`config.mk`:
```
export PLATFORM = sky130hd
export DESIGN_NAME = cu_top
export DESIGN_NICKNAME = d
export VERILOG_FILES = /design/src/rtl/cu_pkg.sv /design/src/rtl/cu_fifo.sv /design/src/rtl/cu_regs.sv /design/src/rtl/cu_coalescer.sv /design/src/rtl/cu_top.sv
export SDC_FILE = /design/constraint.sdc
export NUM_CORES = 1
export LEC_CHECK = 0
export ABC_AREA = 1
export CORE_AREA = 10 10 283 285
export CTS_BUF_LIST = sky130_fd_sc_hd__clkbuf_4
export CTS_CLUSTER_DIAMETER = 120
export DETAILED_ROUTE_END_ITERATION = 10
export DIE_AREA = 0 0 293 295
export DONT_BUFFER_PORTS = 1
export PLACE_DENSITY_LB_ADDON = 0.3
export SETUP_SLACK_MARGIN = 0.2
export SYNTH_ARGS = -nofsm -noshare
export SYNTH_HDL_FRONTEND = slang
export SYNTH_SLANG_ARGS = --single-unit
```
`constraint.sdc`:
```
create_clock -name clk_i -period 5.7 [get_ports clk_i]
set_input_delay 0 -clock clk_i [delete_from_list [all_inputs] [get_ports clk_i]]
set_output_delay 0 -clock clk_i [all_outputs]
set_load 0.05 [all_outputs]
```
`src/rtl/cu_pkg.sv`:
```
package cu_pkg;

    // ----------------------------------------
    // Merge operation, value 3 falls back to add
    // ----------------------------------------
    typedef enum logic [1:0] {
        OP_ADD = 2'd0,
        OP_MIN = 2'd1,
        OP_MAX = 2'd2
    } cu_op_e;

    // ----------------------------------------
    // Register map
    // ----------------------------------------
    // CTRL: [0] enable, [2:1] op, [3] flush (write one)
    // STATUS: [0] flush busy, upper bits occupied count
    // MERGED: 16-bit wrapping merge counter
    typedef enum logic [1:0] {
        REG_CTRL   = 2'd0,
        REG_STATUS = 2'd1,
        REG_MERGED = 2'd2
    } cu_reg_e;

    // ----------------------------------------
    // Coalescer FSM
    // ----------------------------------------
    typedef enum logic [1:0] {
        ST_IDLE  = 2'd0,
        ST_WAIT  = 2'd1,
        ST_FLUSH = 2'd2
    } cu_state_e;

endpackage

```
`src/rtl/cu_fifo.sv`:
```
`timescale 1ns/10ps

module cu_fifo #(
    parameter int C_WIDTH = 32,
    parameter int C_DEPTH = 4
) (
    input  logic               clk_i,
    input  logic               rst_i,

    // Push side
    input  logic               wr_en_i,
    input  logic [C_WIDTH-1:0] wdata_i,
    // High while not full
    output logic               ready_o,

    // Pop side
    input  logic               rd_en_i,
    output logic [C_WIDTH-1:0] rdata_o,
    output logic               rdata_valid_o,
    output logic               empty_o
);

    // Pointer and count widths
    localparam int PTR_W = (C_DEPTH > 1) ? $clog2(C_DEPTH) : 1;
    localparam int CNT_W = $clog2(C_DEPTH + 1);

    logic [CNT_W-1:0]   data_count;
    logic [PTR_W-1:0]   head;
    logic [PTR_W-1:0]   tail;
    logic [PTR_W-1:0]   next_head;
    logic [PTR_W-1:0]   next_tail;
    logic               push_en;
    logic               pop_en;

    // Storage, no reset needed
    logic [C_WIDTH-1:0] mem [C_DEPTH];

    // ----------------------------------------
    // Accepted strobes
    // ----------------------------------------
    assign push_en = wr_en_i && ready_o;
    assign pop_en  = rd_en_i && !empty_o;

    // Flags straight from the count
    assign ready_o = (data_count != CNT_W'(C_DEPTH));
    assign empty_o = (data_count == '0);

    // ----------------------------------------
    // Occupancy count
    // ----------------------------------------
    always_ff @(posedge clk_i) begin
        if (rst_i) begin
            data_count <= '0;
        end else begin
            case ({push_en, pop_en})
                2'b10:   data_count <= data_count + 1'b1;
                2'b01:   data_count <= data_count - 1'b1;
                // Both or neither leave count unchanged
                default: data_count <= data_count;
            endcase
        end
    end

    // ----------------------------------------
    // Pointers, wrap at depth
    // ----------------------------------------
    always_comb begin
        next_head = head;
        next_tail = tail;
        if (pop_en) begin
            next_head = (head == PTR_W'(C_DEPTH - 1)) ? '0 : head + 1'b1;
        end
        if (push_en) begin
            next_tail = (tail == PTR_W'(C_DEPTH - 1)) ? '0 : tail + 1'b1;
        end
    end

    always_ff @(posedge clk_i) begin
        if (rst_i) begin
            head <= '0;
            tail <= '0;
        end else begin
            head <= next_head;
            tail <= next_tail;
        end
    end

    // Write into tail slot
    always_ff @(posedge clk_i) begin
        if (push_en) begin
            mem[tail] <= wdata_i;
        end
    end

    // ----------------------------------------
    // Registered pop, zero when idle
    // ----------------------------------------
    always_ff @(posedge clk_i) begin
        if (rst_i) begin
            rdata_o       <= '0;
            rdata_valid_o <= 1'b0;
        end else if (pop_en) begin
            rdata_o       <= mem[head];
            rdata_valid_o <= 1'b1;
        end else begin
            rdata_o       <= '0;
            rdata_valid_o <= 1'b0;
        end
    end

    // Count bounded by depth across all push/pop mixes
    a_count_bound : assert property (
        @(posedge clk_i) disable iff (rst_i)
        data_count <= CNT_W'(C_DEPTH)
    );

endmodule

```
`src/rtl/cu_regs.sv`:
```
`timescale 1ns/10ps

module cu_regs #(
    parameter int TABLE_DEPTH = 8
) (
    input  logic                              clk_i,
    input  logic                              rst_i,

    // Config port
    input  logic                              cfg_we_i,
    input  cu_pkg::cu_reg_e                   cfg_addr_i,
    input  logic [15:0]                       cfg_wdata_i,
    output logic [15:0]                       cfg_rdata_o,

    // Status from coalescer
    input  logic                              flush_busy_i,
    input  logic [$clog2(TABLE_DEPTH):0]      occupied_i,
    input  logic                              merge_i,

    // Control to coalescer
    output logic                              enable_o,
    output cu_pkg::cu_op_e                    op_o,
    output logic                              flush_o
);

    import cu_pkg::*;

    localparam int OCC_W = $clog2(TABLE_DEPTH) + 1;

    logic        ctrl_wr;
    logic        flush_req;
    logic [15:0] merged_q;

    // ----------------------------------------
    // Write decode
    // ----------------------------------------
    assign ctrl_wr   = cfg_we_i && (cfg_addr_i == REG_CTRL);
    // Flush bit only counts when idle
    assign flush_req = ctrl_wr && cfg_wdata_i[3] && !flush_busy_i;

    // Enable and op fields
    always_ff @(posedge clk_i) begin
        if (rst_i) begin
            enable_o <= 1'b1;
            op_o     <= OP_ADD;
        end else if (ctrl_wr) begin
            enable_o <= cfg_wdata_i[0];
            op_o     <= cu_op_e'(cfg_wdata_i[2:1]);
        end
    end

    // Self-clearing flush pulse
    always_ff @(posedge clk_i) begin
        if (rst_i) begin
            flush_o <= 1'b0;
        end else begin
            // Pulse cycle already reads as busy so a repeat write is dropped
            flush_o <= flush_req;
        end
    end

    // ----------------------------------------
    // Wrapping merged-event counter
    // ----------------------------------------
    always_ff @(posedge clk_i) begin
        if (rst_i) begin
            merged_q <= '0;
        end else if (merge_i) begin
            merged_q <= merged_q + 16'd1;
        end
    end

    // ----------------------------------------
    // Read mux
    // ----------------------------------------
    always_comb begin
        cfg_rdata_o = '0;
        case (cfg_addr_i)
            REG_CTRL: begin
                // Flush bit reads back as zero
                cfg_rdata_o[0]   = enable_o;
                cfg_rdata_o[2:1] = op_o;
            end
            REG_STATUS: begin
                cfg_rdata_o[0]       = flush_busy_i;
                cfg_rdata_o[OCC_W:1] = occupied_i;
            end
            REG_MERGED: cfg_rdata_o = merged_q;
            default:    cfg_rdata_o = '0;
        endcase
    end

    // Busy feedback from the coalescer blocks a back-to-back pulse
    a_flush_single : assert property (
        @(posedge clk_i) disable iff (rst_i)
        flush_o |=> !flush_o
    );

endmodule

```
`src/rtl/cu_coalescer.sv`:
```
`timescale 1ns/10ps

module cu_coalescer #(
    parameter int IDX_W       = 16,
    parameter int VAL_W       = 16,
    parameter int TABLE_DEPTH = 8
) (
    input  logic                          clk_i,
    input  logic                          rst_i,

    // Input FIFO side
    input  logic                          in_empty_i,
    input  logic [IDX_W+VAL_W-1:0]        in_data_i,
    input  logic                          in_valid_i,
    output logic                          in_rd_en_o,

    // Output FIFO side
    input  logic                          out_ready_i,
    output logic                          out_wr_en_o,
    output logic [IDX_W+VAL_W-1:0]        out_data_o,

    // Register block side
    input  logic                          enable_i,
    input  cu_pkg::cu_op_e                op_i,
    input  logic                          flush_i,
    output logic                          flush_busy_o,
    output logic [$clog2(TABLE_DEPTH):0]  occupied_o,
    output logic                          merge_o
);

    import cu_pkg::*;

    localparam int SLOT_W = $clog2(TABLE_DEPTH);
    localparam int OCC_W  = SLOT_W + 1;

    // FSM
    cu_state_e          state_q;
    cu_state_e          state_d;
    logic               pend_q;
    logic               pend_d;
    logic [SLOT_W-1:0]  scan_q;
    logic [SLOT_W-1:0]  scan_d;
    logic [OCC_W-1:0]   occ_q;

    // Table: valid, full index, accumulated value
    logic [TABLE_DEPTH-1:0] valid_q;
    logic [IDX_W-1:0]       idx_q [TABLE_DEPTH];
    logic [VAL_W-1:0]       val_q [TABLE_DEPTH];

    // Incoming event fields
    logic [IDX_W-1:0]   ev_idx;
    logic [VAL_W-1:0]   ev_val;
    logic [SLOT_W-1:0]  ev_slot;
    logic [VAL_W-1:0]   cur_val;
    logic               hit;
    logic [VAL_W-1:0]   merged_val;
    logic [VAL_W-1:0]   wr_val;

    // Table update strobes
    logic               tbl_wr;
    logic               tbl_clr;
    logic               occ_inc;
    logic               occ_dec;

    // ----------------------------------------
    // Event decode and lookup
    // ----------------------------------------
    assign ev_idx  = in_data_i[IDX_W+VAL_W-1:VAL_W];
    assign ev_val  = in_data_i[VAL_W-1:0];
    // Direct mapped on low index bits
    assign ev_slot = ev_idx[SLOT_W-1:0];
    assign cur_val = val_q[ev_slot];
    assign hit     = valid_q[ev_slot] && (idx_q[ev_slot] == ev_idx);

    // Merge op, unsigned; op 3 behaves as add
    always_comb begin
        case (op_i)
            OP_MIN:  merged_val = (ev_val < cur_val) ? ev_val : cur_val;
            OP_MAX:  merged_val = (ev_val > cur_val) ? ev_val : cur_val;
            default: merged_val = cur_val + ev_val;
        endcase
    end

    // Merge on hit, fresh value on install
    assign wr_val = hit ? merged_val : ev_val;

    assign occupied_o   = occ_q;
    // Busy from flush pulse until scan ends
    assign flush_busy_o = flush_i || pend_q || (state_q == ST_FLUSH);

    // ----------------------------------------
    // Next state and datapath control
    // ----------------------------------------
    always_comb begin
        state_d     = state_q;
        pend_d      = pend_q;
        scan_d      = scan_q;
        in_rd_en_o  = 1'b0;
        out_wr_en_o = 1'b0;
        out_data_o  = '0;
        merge_o     = 1'b0;
        tbl_wr      = 1'b0;
        tbl_clr     = 1'b0;
        occ_inc     = 1'b0;
        occ_dec     = 1'b0;
        case (state_q)
            ST_IDLE: begin
                if (flush_i || pend_q) begin
                    // Start scan at slot 0
                    state_d = ST_FLUSH;
                    scan_d  = '0;
                    pend_d  = 1'b0;
                end else if (!in_empty_i && out_ready_i) begin
                    // Room reserved in output FIFO for one push
                    in_rd_en_o = 1'b1;
                    state_d    = ST_WAIT;
                end
            end
            ST_WAIT: begin
                // Flush during event handling waits its turn
                if (flush_i) begin
                    pend_d = 1'b1;
                end
                state_d = ST_IDLE;
                if (in_valid_i) begin
                    if (!enable_i) begin
                        // Bypass, table untouched
                        out_wr_en_o = 1'b1;
                        out_data_o  = in_data_i;
                    end else if (hit) begin
                        tbl_wr  = 1'b1;
                        merge_o = 1'b1;
                    end else begin
                        tbl_wr = 1'b1;
                        if (valid_q[ev_slot]) begin
                            // Conflict, old entry leaves
                            out_wr_en_o = 1'b1;
                            out_data_o  = {idx_q[ev_slot], val_q[ev_slot]};
                        end else begin
                            occ_inc = 1'b1;
                        end
                    end
                end
            end
            ST_FLUSH: begin
                // Stall only on a valid slot with a full output
                if (!valid_q[scan_q] || out_ready_i) begin
                    if (valid_q[scan_q]) begin
                        out_wr_en_o = 1'b1;
                        out_data_o  = {idx_q[scan_q], val_q[scan_q]};
                        tbl_clr     = 1'b1;
                        occ_dec     = 1'b1;
                    end
                    scan_d = scan_q + 1'b1;
                    if (scan_q == SLOT_W'(TABLE_DEPTH - 1)) begin
                        state_d = ST_IDLE;
                    end
                end
            end
            default: state_d = ST_IDLE;
        endcase
    end

    // ----------------------------------------
    // Control state
    // ----------------------------------------
    always_ff @(posedge clk_i) begin
        if (rst_i) begin
            state_q <= ST_IDLE;
            pend_q  <= 1'b0;
            scan_q  <= '0;
            occ_q   <= '0;
            valid_q <= '0;
        end else begin
            state_q <= state_d;
            pend_q  <= pend_d;
            scan_q  <= scan_d;
            if (occ_inc) begin
                occ_q <= occ_q + 1'b1;
            end else if (occ_dec) begin
                occ_q <= occ_q - 1'b1;
            end
            if (tbl_wr) begin
                valid_q[ev_slot] <= 1'b1;
            end
            if (tbl_clr) begin
                valid_q[scan_q] <= 1'b0;
            end
        end
    end

    // Table payload
    always_ff @(posedge clk_i) begin
        if (tbl_wr) begin
            idx_q[ev_slot] <= ev_idx;
            val_q[ev_slot] <= wr_val;
        end
    end

    // Output FIFO never refuses a push
    a_push_room : assert property (
        @(posedge clk_i) disable iff (rst_i)
        out_wr_en_o |-> out_ready_i
    );

    // Pop data lands exactly one cycle after the pop
    a_valid_in_wait : assert property (
        @(posedge clk_i) disable iff (rst_i)
        in_valid_i |-> (state_q == ST_WAIT)
    );

endmodule

```
`src/rtl/cu_top.sv`:
```
`timescale 1ns/10ps

module cu_top #(
    parameter int IDX_W       = 16,
    parameter int VAL_W       = 16,
    parameter int TABLE_DEPTH = 8,
    parameter int FIFO_DEPTH  = 4
) (
    input  logic              clk_i,
    input  logic              rst_i,

    // Event input
    input  logic              ev_wr_en_i,
    input  logic [IDX_W-1:0]  ev_idx_i,
    input  logic [VAL_W-1:0]  ev_val_i,
    output logic              ev_ready_o,

    // Merged event output
    input  logic              out_rd_en_i,
    output logic              out_valid_o,
    output logic [IDX_W-1:0]  out_idx_o,
    output logic [VAL_W-1:0]  out_val_o,
    output logic              out_empty_o,

    // Config port
    input  logic              cfg_we_i,
    input  cu_pkg::cu_reg_e   cfg_addr_i,
    input  logic [15:0]       cfg_wdata_i,
    output logic [15:0]       cfg_rdata_o
);

    import cu_pkg::*;

    localparam int DATA_W = IDX_W + VAL_W;
    localparam int OCC_W  = $clog2(TABLE_DEPTH) + 1;

    // Input FIFO to coalescer
    logic              in_rd_en;
    logic [DATA_W-1:0] in_rdata;
    logic              in_rdata_valid;
    logic              in_empty;

    // Coalescer to output FIFO
    logic              out_wr_en;
    logic [DATA_W-1:0] out_wdata;
    logic              out_ready;
    logic [DATA_W-1:0] out_rdata;

    // Register block links
    logic              enable;
    cu_op_e            op;
    logic              flush;
    logic              flush_busy;
    logic [OCC_W-1:0]  occupied;
    logic              merge;

    // ----------------------------------------
    // Input FIFO, index in upper bits
    // ----------------------------------------
    cu_fifo #(
        .C_WIDTH (DATA_W),
        .C_DEPTH (FIFO_DEPTH)
    ) u_in_fifo (
        .clk_i         (clk_i),
        .rst_i         (rst_i),
        .wr_en_i       (ev_wr_en_i),
        .wdata_i       ({ev_idx_i, ev_val_i}),
        .ready_o       (ev_ready_o),
        .rd_en_i       (in_rd_en),
        .rdata_o       (in_rdata),
        .rdata_valid_o (in_rdata_valid),
        .empty_o       (in_empty)
    );

    cu_coalescer #(
        .IDX_W       (IDX_W),
        .VAL_W       (VAL_W),
        .TABLE_DEPTH (TABLE_DEPTH)
    ) u_coalescer (
        .clk_i        (clk_i),
        .rst_i        (rst_i),
        .in_empty_i   (in_empty),
        .in_data_i    (in_rdata),
        .in_valid_i   (in_rdata_valid),
        .in_rd_en_o   (in_rd_en),
        .out_ready_i  (out_ready),
        .out_wr_en_o  (out_wr_en),
        .out_data_o   (out_wdata),
        .enable_i     (enable),
        .op_i         (op),
        .flush_i      (flush),
        .flush_busy_o (flush_busy),
        .occupied_o   (occupied),
        .merge_o      (merge)
    );

    // ----------------------------------------
    // Output FIFO, zero word when not valid
    // ----------------------------------------
    cu_fifo #(
        .C_WIDTH (DATA_W),
        .C_DEPTH (FIFO_DEPTH)
    ) u_out_fifo (
        .clk_i         (clk_i),
        .rst_i         (rst_i),
        .wr_en_i       (out_wr_en),
        .wdata_i       (out_wdata),
        .ready_o       (out_ready),
        .rd_en_i       (out_rd_en_i),
        .rdata_o       (out_rdata),
        .rdata_valid_o (out_valid_o),
        .empty_o       (out_empty_o)
    );

    // Split output word
    assign out_idx_o = out_rdata[DATA_W-1:VAL_W];
    assign out_val_o = out_rdata[VAL_W-1:0];

    cu_regs #(
        .TABLE_DEPTH (TABLE_DEPTH)
    ) u_regs (
        .clk_i        (clk_i),
        .rst_i        (rst_i),
        .cfg_we_i     (cfg_we_i),
        .cfg_addr_i   (cfg_addr_i),
        .cfg_wdata_i  (cfg_wdata_i),
        .cfg_rdata_o  (cfg_rdata_o),
        .flush_busy_i (flush_busy),
        .occupied_i   (occupied),
        .merge_i      (merge),
        .enable_o     (enable),
        .op_o         (op),
        .flush_o      (flush)
    );

endmodule

```
==> flow_summary.yaml, run 1 <==
worst_setup_path:
  endpoint_arrival_time_on_the_critical_path_ps: 5590
  worstPathRequired_ps: 6340
  worst_path_max_delay_cell: "o21ai_0"
  worstReg2RegStart: "u_in_fifo.rdata_o[18]"
  r2r_end: "u_coalescer.val_q[0][11]"
  slowest_delay_ps: 830
  timing.setup.critical_path_class: "register to register"
  critical_path.cell_chain: "inv_1 > nand3_1 > inv_1 > buf_4 > nand2_1 > o21ai_0 > a221oi_1 > nand3_1 > inv_1 > ha_1 > a21oi_1 > o21ai_0 > a21oi_1 > nand2_1 > buf_4 > clkinv_1 > nor2_1 > o22ai_1 > nor2_1 > o21ai_0"
  crit_path_end_kind: "register"
  worst-r2r-setup-slack_ps: 750
  worstRegToRegCells: 20
  worst_setup_path_start_kind: "register"
  critPathMaxFanout: 13
hold_path:
  min_from: "rst_i"
  hold-path-endpoint: "u_regs.merged_q[8]"
  hold_depth: 2
  hp-class: "input pin to register"
power:
  power.ir.vdd_worst_uv: 159
  powerDensity_mw_per_mm2: 419
  totalPowerFinal_mw: 14.1
  leakagePower_nw: 12.8
synthesis:
  synth_top_flop_cell: "edfxtp_1"
  post_synth_edffs: 512
  net_count_synth: 3219
  synth_sequential_area_ratio_pct: 60.5
  post-synth-top-area-cell: "edfxtp_1"
  synthTopCellsByArea: "edfxtp_1 (52%), dfxtp_1 (8.2%), nand2_1 (7.8%), o21ai_0 (6.9%), nor2_1 (5.6%)"
  synth_top_area_share_pct: 52.2
  synth.distinct_cells: 48
  synth_area_mm2: 0.0294
  synthesis.instances: 3097
  synth-seq-cells: 633
  synth_warnings: 0
  synth_async_sr_flop_share_pct: 0
  post_synth.cell_area_avg_um2: 9.51
clock_tree:
  clk_pin_slew_worst_paths_ps: 70
  worst_skew_pair.late_latency_ps: 1000
  clk_root_buf: "clkbuf_4"
  cts_setup_buffers: 0
  cts.hold.buffers_added: 81
  cts_buffers: 169
  post_cts_repair_resize_count: 0
  cts.sinks: 633
  cts_tree: "done"
  cts_max_level: 4
  cts_buffer_depth: 3
placed_design:
  port_buffers: 0
  place_area_mm2: 0.0305
  dp_hpwl_um: 50500
  place.gp.congestion: 0.896
  dpl.cell_count: 3961
  placement.setup.worst_slack_ps: 911
layout:
  final.fill_count: 7097
  sequential_cell_area_mm2: 0.0178
  finish.net_count: 3366
  finalCoreUtilization_pct: 45.3
  multi_input_comb_area_mm2: 0.0101
  postLayoutCellArea_mm2: 0.0336
  finish.cell_count_without_fillers: 4357
  syn2layout_area_growth_pct: 14.2
  final_layout_size_suffix_gt1_share_pct: 11.8
route:
  drtPass1Iterations: 6
  avgRoutedWirePerCell_um: 18.8
  totalWireLength_um: 81900
  ant_nets: 0
  detailedRoute.firstIterationViolations: 2266
  detailroute.via_count: 23000
  drt-vias-per-instance: 5.27
  drc_errors: 0
timing:
  totalNegativeSetupSlack_ps: 0
  setup_slack_ps: 749
  timing.final.max_slew_violations: 0
  timing.clock.skew_ps: 69.3
  timing.final.hold_violations: 0
  worst_pin_slew_ps: 1240
  fmax_ghz: 0.202
  final.period_utilization_pct: 86.9
  slew-limit-headroom_pct: 16.7
  finalSetupViolCount: 0
  hold_slack_ps: 127
  post-route-min-period_ps: 4950
  unrepaired_setup_endpoints_after_global_routing: "false"
die:
  die_area_mm2: 0.0864
  io_pins: 106
  rows: 100
  core_region_area_mm2: 0.0742
  die_w_um: 293
  die_height_um: 295
  start_util_pct: 39.7
global_route:
  global_route.usage.total_pct: 18.6
  grt_pass1_wl_um: 125000
  first_global_vias: 22100
  largest_net_degree_at_the_start_of_global_routing: 75
  grt_antenna_before_repair: 3
  grt_overflow: 0
status:
  run_status: "complete, no violations"
job:
  maxCapViolCount: 0
[layer usage]
layer | vias to the layer above | GRT usage, % | part of all wire, %
met1 | 10800 | 24.0 | 43
met5 | - | 0 | 0.022
met4 | 2 | 8.69 | 3.3
met2 | 954 | 29.9 | 46
met3 | 194 | 3.70 | 8.3
li1 | 11100 | - | -
[layout make-up]
type,count,area share [%]
diodes,3,0.0223
repair buffers,147,3.89
inverters,240,2.68
clock buffers,271,6.05
clock inverters,41,0.700
multi-input cells,2053,30.1
well taps,969,3.61
flip-flops and latches,633,53.0
[worst max-delay path: cells and delay by family, from the launching register on]
kind | cells | cell delay, ps
compound gates | 7 | 1750
buf+inv | 6 | 1100
simple gates | 6 | 810
flops | 1 | 670
fa+ha+maj | 1 | 260
[power breakdown]
group	switching [mW]	internal [mW]	total, mW
sequential	0.309	5.37	5.68
combinational	3.06	1.23	4.29
clock	1.88	2.24	4.12
[sequential cells by signal, indices dropped and copies added, names as in the netlist, named ones only]
signal	count
u_regs.enable_o	1
u_regs.op_o	2
u_in_fifo.tail	2
u_coalescer.occupied_o	4
u_in_fifo.rdata_o	32
u_coalescer.idx_q	128
u_out_fifo.head	2
u_coalescer.pend_q	1
u_out_fifo.rdata_o	32
u_out_fifo.rdata_valid_o	1
u_coalescer.scan_q	3
u_in_fifo.mem	128
u_out_fifo.tail	2
u_regs.flush_o	1
u_coalescer.valid_q	8
u_out_fifo.mem	128
u_in_fifo.rdata_valid_o	1
u_coalescer.val_q	128
u_in_fifo.data_count	3
u_in_fifo.head	2
u_out_fifo.data_count	3
u_coalescer.state_q	2
u_regs.merged_q	16
[logic make-up (layout without fill, tap and decap cells)]
family	after synthesis	count (layout)	share of synthesized area [%]
xor gates and xnor gates	13	13	0.387
other	0	3	0
adders and majority gates	67	67	2.95
buffers and inverters	411	699	5.54
DFF	633	633	60.5
and+or+nand+nor	1204	1204	16.4
AOI/OAI and AO/OA	769	769	14.3
[how the worst max path moves through the flow]
stage / slack, ps / endpoint / cells past startpoint / start
3_3_place_gp: 980 / u_coalescer.val_q[2][12] / 19 / u_in_fifo.rdata_o[18]
3_5_place_dp: 910 / u_coalescer.val_q[4][11] / 20 / u_in_fifo.rdata_o[18]
6_report: 750 / u_coalescer.val_q[0][11] / 20 / u_in_fifo.rdata_o[18]
4_1_cts: 910 / u_coalescer.val_q[0][11] / 20 / u_in_fifo.rdata_o[18]
5_1_grt: 270 / u_coalescer.val_q[0][11] / 20 / u_in_fifo.rdata_o[18]
2_1_floorplan: 900 / u_coalescer.idx_q[2][0] / 6 / u_coalescer.state_q[1]
[layout by cell type, fill, tap and decap left out, types with 20 or more instances in the layout]
cell type,n
nand4_1,37
clkbuf_4,271
edfxtp_1,512
o21ai_0,408
nand3_1,78
o22ai_1,48
dlygate4sd3_1,81
buf_4,66
a21oi_1,219
nand2_1,610
ha_1,63
nor2_1,426
clkinv_1,29
dfxtp_1,115
o211ai_1,20
inv_1,230
[Yosys cell counts, drive strengths merged, types with 6 or more instances]
| cell | count |
|---|---|
| edfxtp | 512 |
| nor3 | 17 |
| o21a | 17 |
| nor2 | 449 |
| a21oi | 219 |
| dfxtp | 121 |
| nand4 | 37 |
| a211oi | 9 |
| nand3 | 79 |
| a22oi | 6 |
| a221oi | 18 |
| o21ai | 408 |
| nand2 | 616 |
| o211ai | 20 |
| o22ai | 48 |
| buf | 57 |
| xor2 | 8 |
| inv | 235 |
| clkbuf | 114 |
| ha | 63 |
No activity file was read; power rests on OpenSTA's default activity.
==> run 2: changes to the inputs <==
Settings changed: ABC_AREA 1 to unset, CORE_AREA 10 10 283 285 to 10 10 278 280, DIE_AREA 0 0 293 295 to 0 0 288 290.
==> flow_summary.yaml, run 2 <==
status:
  run_status: "complete, no violations"
timing:
  timing.final.max_slew_violations: 0
  worst_pin_slew_ps: 1010
  timing.final.hold_violations: 0
  totalNegativeSetupSlack_ps: 0
  slew-limit-headroom_pct: 32.2
  finalSetupViolCount: 0
  setup_slack_ps: 735
  post-route-min-period_ps: 4970
  fmax_ghz: 0.201
  hold_slack_ps: 141
  unrepaired_setup_endpoints_after_global_routing: "false"
  final.period_utilization_pct: 87.1
  timing.clock.skew_ps: 55.0
worst_setup_path:
  r2r_end: "u_coalescer.val_q[5][15]"
  path_common_cell: "buf_4"
  crit_path_end_kind: "register"
  timing.setup.critical_path_class: "register to register"
  slowest_delay_ps: 840
  worst-r2r-setup-slack_ps: 730
  worstPathBufferInverterCount: 3
  worstRegToRegCells: 16
  endpoint_arrival_time_on_the_critical_path_ps: 5810
  worstReg2RegStart: "u_in_fifo.rdata_o[16]"
  worst_path_dominant_cell_family: "compound AO/OA/AOI/OAI gates"
  critical_path.cell_chain: "nor2b_1 > buf_4 > a221oi_1 > a21oi_1 > a21oi_1 > ha_1 > nand2b_1 > a221oi_1 > o41ai_1 > buf_4 > o211ai_1 > a41oi_1 > o21ai_0 > mux2i_1 > o31ai_1 > buf_4"
  worst_setup_path_start_kind: "register"
  critPathMaxFanout: 40
  worst_path_max_delay_cell: "dfxtp_4"
  worstPathRequired_ps: 6550
route:
  drt-vias-per-instance: 5.63
  drc_errors: 0
  avgRoutedWirePerCell_um: 23.1
  detailroute.via_count: 18000
  detailedRoute.firstIterationViolations: 1801
  drtPass1Iterations: 5
  totalWireLength_um: 73600
  ant_nets: 0
clock_tree:
  worst_skew_pair.late_latency_ps: 1000
  cts_buffers: 168
  clk_pin_slew_worst_paths_ps: 60
  cts_tree: "done"
  cts_buffer_depth: 3
  cts.sinks: 633
  clk_root_buf: "clkbuf_4"
  cts_max_level: 4
  cts_setup_buffers: 0
global_route:
  use_met2_pct: 27.4
  grt_antenna_before_repair: 3
  grt_pass1_wl_um: 112000
  grt_overflow: 0
  first_global_vias: 18700
  global_route.peak_usage_layer: "met2"
  global_route.usage.total_pct: 17.6
  grt_use_met1_pct: 22.7
  largest_net_degree_at_the_start_of_global_routing: 46
  grtUsageMet3_pct: 4.98
synthesis:
  post-synth-top-area-cell: "edfxtp_1"
  net_count_synth: 2006
  synthTopCellsByArea: "edfxtp_1 (54%), mux4_2 (12%), dfxtp_1 (8.5%), mux2i_1 (3.0%), ha_1 (2.8%)"
  synth.distinct_cells: 80
  synth_warnings: 0
  synth_async_sr_flop_share_pct: 0
  yosysMostFrequentCell: "edfxtp_1"
  synthesis.instances: 1884
  synth_sequential_area_ratio_pct: 62.6
  synth_top_flop_cell: "edfxtp_1"
  synth-seq-cells: 633
  synth_top_area_share_pct: 54.0
  most_common_library_cells_after_synthesis: "edfxtp_1 (512), mux4_2 (148), dfxtp_1 (121)"
  post_synth.cell_area_avg_um2: 15.1
  post_synth_edffs: 512
  synth_area_mm2: 0.0284
placed_design:
  port_buffers: 0
  dp_hpwl_um: 46200
  placement.setup.worst_slack_ps: 901
  place.gp.congestion: 0.863
die:
  start_util_pct: 39.9
  rows: 98
  die_w_um: 288
  core_region_area_mm2: 0.0714
  die_height_um: 290
  io_pins: 106
  die_area_mm2: 0.0835
layout:
  final_layout_size_suffix_gt1_share_pct: 25.3
  final.fill_count: 6336
  most-common-layout-cells: "edfxtp_1 (512), clkbuf_4 (261), mux4_2 (148)"
  finalCoreUtilization_pct: 46.1
  finish.net_count: 2224
  final_common_cell: "edfxtp_1"
  syn2layout_area_growth_pct: 15.6
job:
  maxCapViolCount: 0
power:
  power.ir.vdd_worst_uv: 186
  leakagePower_nw: 10.7
  power_frac_clock_pct: 33.3
  share_seq_of_total_power_pct: 46.5
  totalPowerFinal_mw: 11.9
  comb_power_share_pct: 20.2
  powerDensity_mw_per_mm2: 361
  netSwitchingPower_mw: 3.49
  p_sw_share_pct: 29.4
  internal_power_mw: 8.40
hold_path:
  hold-path-endpoint: "u_in_fifo.tail[1]"
  hold_depth: 4
  hp-class: "input pin to register"
  min_from: "ev_wr_en_i"
[run 2: cell types whose count changed in the layout (fill, tap and decap cells not counted), sizes merged, moves of 29 or more]
cell | before | now
and2 | 0 | 55
mux2 | 0 | 34
nor2 | 449 | 107
nand2 | 616 | 65
mux4 | 0 | 148
o21ai | 408 | 68
nor2b | 0 | 58
mux2i | 0 | 85
nand3 | 79 | 24
a21oi | 219 | 49
nand4 | 37 | 8
inv | 239 | 72
o22ai | 48 | 17
[run 2: final cells by class]
class,instances,area [µm²],share of cell area [%]
Inverter,66,248,0.753
Antenna cell,6,15.0,0.0456
Multi-Input combinational cell,1077,9990,30.4
Clock inverter,42,193,0.586
Clock buffer,261,1960,5.96
Timing Repair Buffer,156,1490,4.52
Sequential cell,633,17800,54.2
Tap cell,950,1190,3.61
[run 2: worst min-delay path: stages]
cell and delay, ps:
dlygate4sd3_1 590, nand2_1 180, mux2_2 180, nor2b_1 110
[run 2: how the worst max path moves through the flow]
stage	from	end	slack, ps	depth (start not counted)
after floorplan	u_in_fifo.rdata_o[16]	u_coalescer.val_q[0][15]	980	19
after global placement	u_in_fifo.rdata_o[16]	u_coalescer.val_q[4][15]	890	15
after detailed placement	u_in_fifo.rdata_o[16]	u_coalescer.val_q[4][15]	900	16
after CTS	u_in_fifo.rdata_o[16]	u_coalescer.val_q[5][15]	810	15
after global routing	u_in_fifo.rdata_o[16]	u_coalescer.val_q[5][15]	460	16
final	u_in_fifo.rdata_o[16]	u_coalescer.val_q[5][15]	730	16
[run 2: metrics by stage]
step | instance area, µm² | instances
2_1_floorplan | 28400 | 1884
3_3_place_gp | 29900 | 2797
3_5_place_dp | 29900 | 2797
4_1_cts | 32900 | 3185
5_1_grt | 32900 | 3191
6_report | 32900 | 3191
[run 2: kinds of logic (layout without fill, tap and decap cells)]
kind of cell             after synthesis  after routing  share of synthesized area [%]
AND/OR/NAND/NOR                      433            433                           8.06
other                                  0              6                              0
AO/OA/AOI/OAI                        281            281                           6.83
adder cells (fa/ha/maj)               67             67                           3.05
buffers and inverters                174            525                           2.54
multiplexers                         267            267                           16.1
XOR/XNOR                              29             29                          0.893
flip-flops                           633            633                           62.6
[run 2: routing by layer]
metal / vias up / share of wire, %
met5: - / 0.018
met2: 879 / 47
met1: 8990 / 41
li1: 7914 / -
met4: 2 / 2.7
met3: 168 / 9.3
[run 2: power by group through the flow]
stage,registers (mW),logic (mW),clock network [mW]
floorplan,5.47,1.73,0
global placement,5.62,2.26,0
detailed placement,5.63,2.30,0
CTS,5.53,2.38,4.08
global route,5.56,2.61,4.34
finish,5.53,2.40,3.95
[run 2: what timing repair did]
item	CTS	global route
resized for setup	0	0
hold buffers	85	0
setup endpoints to repair	0	0
endpoints found under the hold margin	377	0
==> run 3: changes to the inputs <==
Settings changed: CORE_AREA 10 10 278 280 to 10 10 284 218, DIE_AREA 0 0 288 290 to 0 0 294 228.
==> flow_summary.yaml, run 3 (same netlist as run 2, synthesis figures left out) <==
die:
  io_pins: 106
  die_area_mm2: 0.0670
  die_height_um: 228
  core_region_area_mm2: 0.0566
  rows: 76
  start_util_pct: 50.3
  die_w_um: 294
clock_tree:
  cts.sinks: 633
  cts.hold.buffers_added: 82
  clk_root_buf: "clkbuf_4"
  cts_setup_buffers: 0
  cts_tree: "done"
  clk_pin_slew_worst_paths_ps: 70
  cts_buffers: 151
  cts_buffer_depth: 3
  cts_max_level: 4
  worst_skew_pair.late_latency_ps: 880
  post_cts_repair_resize_count: 0
placed_design:
  dp_hpwl_um: 44500
  place_area_mm2: 0.0295
  dpl.cell_count: 2581
  port_buffers: 0
  placement.setup.worst_slack_ps: 908
  place.gp.congestion: 0.947
worst_setup_path:
  timing.setup.critical_path_class: "register to register"
  worstPathBufferInverterCount: 1
  crit_path_end_kind: "register"
  critPathMaxFanout: 33
  critical_path.cell_chain: "buf_4 > mux4_2 > o21ai_0 > ha_1 > a21oi_1 > o221ai_1 > a41oi_1 > nand3_1 > or2_2 > mux2i_1 > o21ai_2 > a22o_1"
  slowest_delay_ps: 670
  worst_path_dominant_cell_family: "compound AO/OA/AOI/OAI gates"
  worst_setup_path_start_kind: "register"
  worstPathRequired_ps: 6340
  worst_path_max_delay_cell: "dfxtp_4"
  endpoint_arrival_time_on_the_critical_path_ps: 5630
global_route:
  grt_overflow: 0
  largest_net_degree_at_the_start_of_global_routing: 70
  global_route.usage.total_pct: 21.3
  first_global_vias: 18300
  grt_antenna_before_repair: 3
  grt_pass1_wl_um: 110000
layout:
  final_layout_size_suffix_gt1_share_pct: 24.1
  finish.cell_count_without_fillers: 2936
  postLayoutCellArea_mm2: 0.0323
  final.fill_count: 4458
  most-common-layout-cells: "edfxtp_1 (512), clkbuf_4 (232), mux4_2 (148)"
  finalCoreUtilization_pct: 57.1
  final_common_cell: "edfxtp_1"
  finish.net_count: 2197
  syn2layout_area_growth_pct: 13.5
route:
  detailedRoute.firstIterationViolations: 2086
  avgRoutedWirePerCell_um: 24.4
  drc_errors: 0
  ant_nets: 0
  totalWireLength_um: 71700
  detailroute.via_count: 18000
  drt-vias-per-instance: 6.12
  drtPass1Iterations: 8
timing:
  finalSetupViolCount: 0
  post-route-min-period_ps: 4990
  worst_pin_slew_ps: 1190
  slew-limit-headroom_pct: 20.3
  setup_slack_ps: 714
  hold_slack_ps: 132
  unrepaired_setup_endpoints_after_global_routing: "false"
  fmax_ghz: 0.201
  totalNegativeSetupSlack_ps: 0
  final.period_utilization_pct: 87.5
  timing.clock.skew_ps: 35.9
  timing.final.max_slew_violations: 0
  timing.final.hold_violations: 0
power:
  internal_power_mw: 8.21
  totalPowerFinal_mw: 11.6
  powerDensity_mw_per_mm2: 361
  share_seq_of_total_power_pct: 47.2
  power.ir.vdd_worst_uv: 261
  leakagePower_nw: 10.6
  netSwitchingPower_mw: 3.44
  comb_power_share_pct: 20.9
  p_sw_share_pct: 29.5
  power_frac_clock_pct: 32.0
hold_path:
  hp-class: "input pin to register"
job:
  maxCapViolCount: 0
status:
  run_status: "complete, no violations"
[run 3: cell count changes in the layout (fill, tap and decap cells not counted), sizes merged]
cell,before,now
buf,73,65
bufinv,1,2
clkbuf,261,232
clkinv,34,28
diode,6,2
dlygate4sd3,83,81
inv,72,74
[run 3: tightest hold or removal path: stages]
cell and delay (ps):
dlygate4sd3_1 610, nand2_1 170, a21oi_1 90, nor2_1 80
[run 3: final cells by class]
cell class | instances | area [µm²] | share of cell area (%)
sequential | 633 | 17800 | 55.2
multi-input combinational | 1077 | 9990 | 30.9
clock buffer | 232 | 1740 | 5.39
timing repair buffer | 146 | 1360 | 4.20
tap | 741 | 927 | 2.87
inverter | 66 | 248 | 0.767
clock inverter | 39 | 203 | 0.628
antenna | 2 | 5.00 | 0.0155
[run 3: per-layer routing]
metal / vias up / track usage [%] / wire [µm]
met5: - / 0 / 0
met4: 0 / 6.03 / 1500
met3: 140 / 6.60 / 8480
met2: 1049 / 31.5 / 31800
met1: 8934 / 30.1 / 30000
li1: 7831 / - / -
[run 3: final timing paths]
check	start	endpoint	slack, ps	cells after the start
setup reg to reg	u_in_fifo.rdata_o[17]	u_coalescer.val_q[1][3]	710	12
hold / removal	ev_wr_en_i	u_in_fifo.tail[0]	130	4
setup / recovery	u_in_fifo.rdata_o[17]	u_coalescer.val_q[1][3]	710	12
hold reg to reg	u_regs.flush_o	u_coalescer.pend_q	480	2
[run 3: power by group through the flow]
stage | Combinational, mW | Sequential (mW) | Clock (mW)
floorplan | 1.73 | 5.47 | 0
global placement | 2.27 | 5.57 | 0
detailed placement | 2.32 | 5.59 | 0
CTS | 2.39 | 5.48 | 3.82
global route | 2.64 | 5.51 | 4.08
finish | 2.43 | 5.50 | 3.72
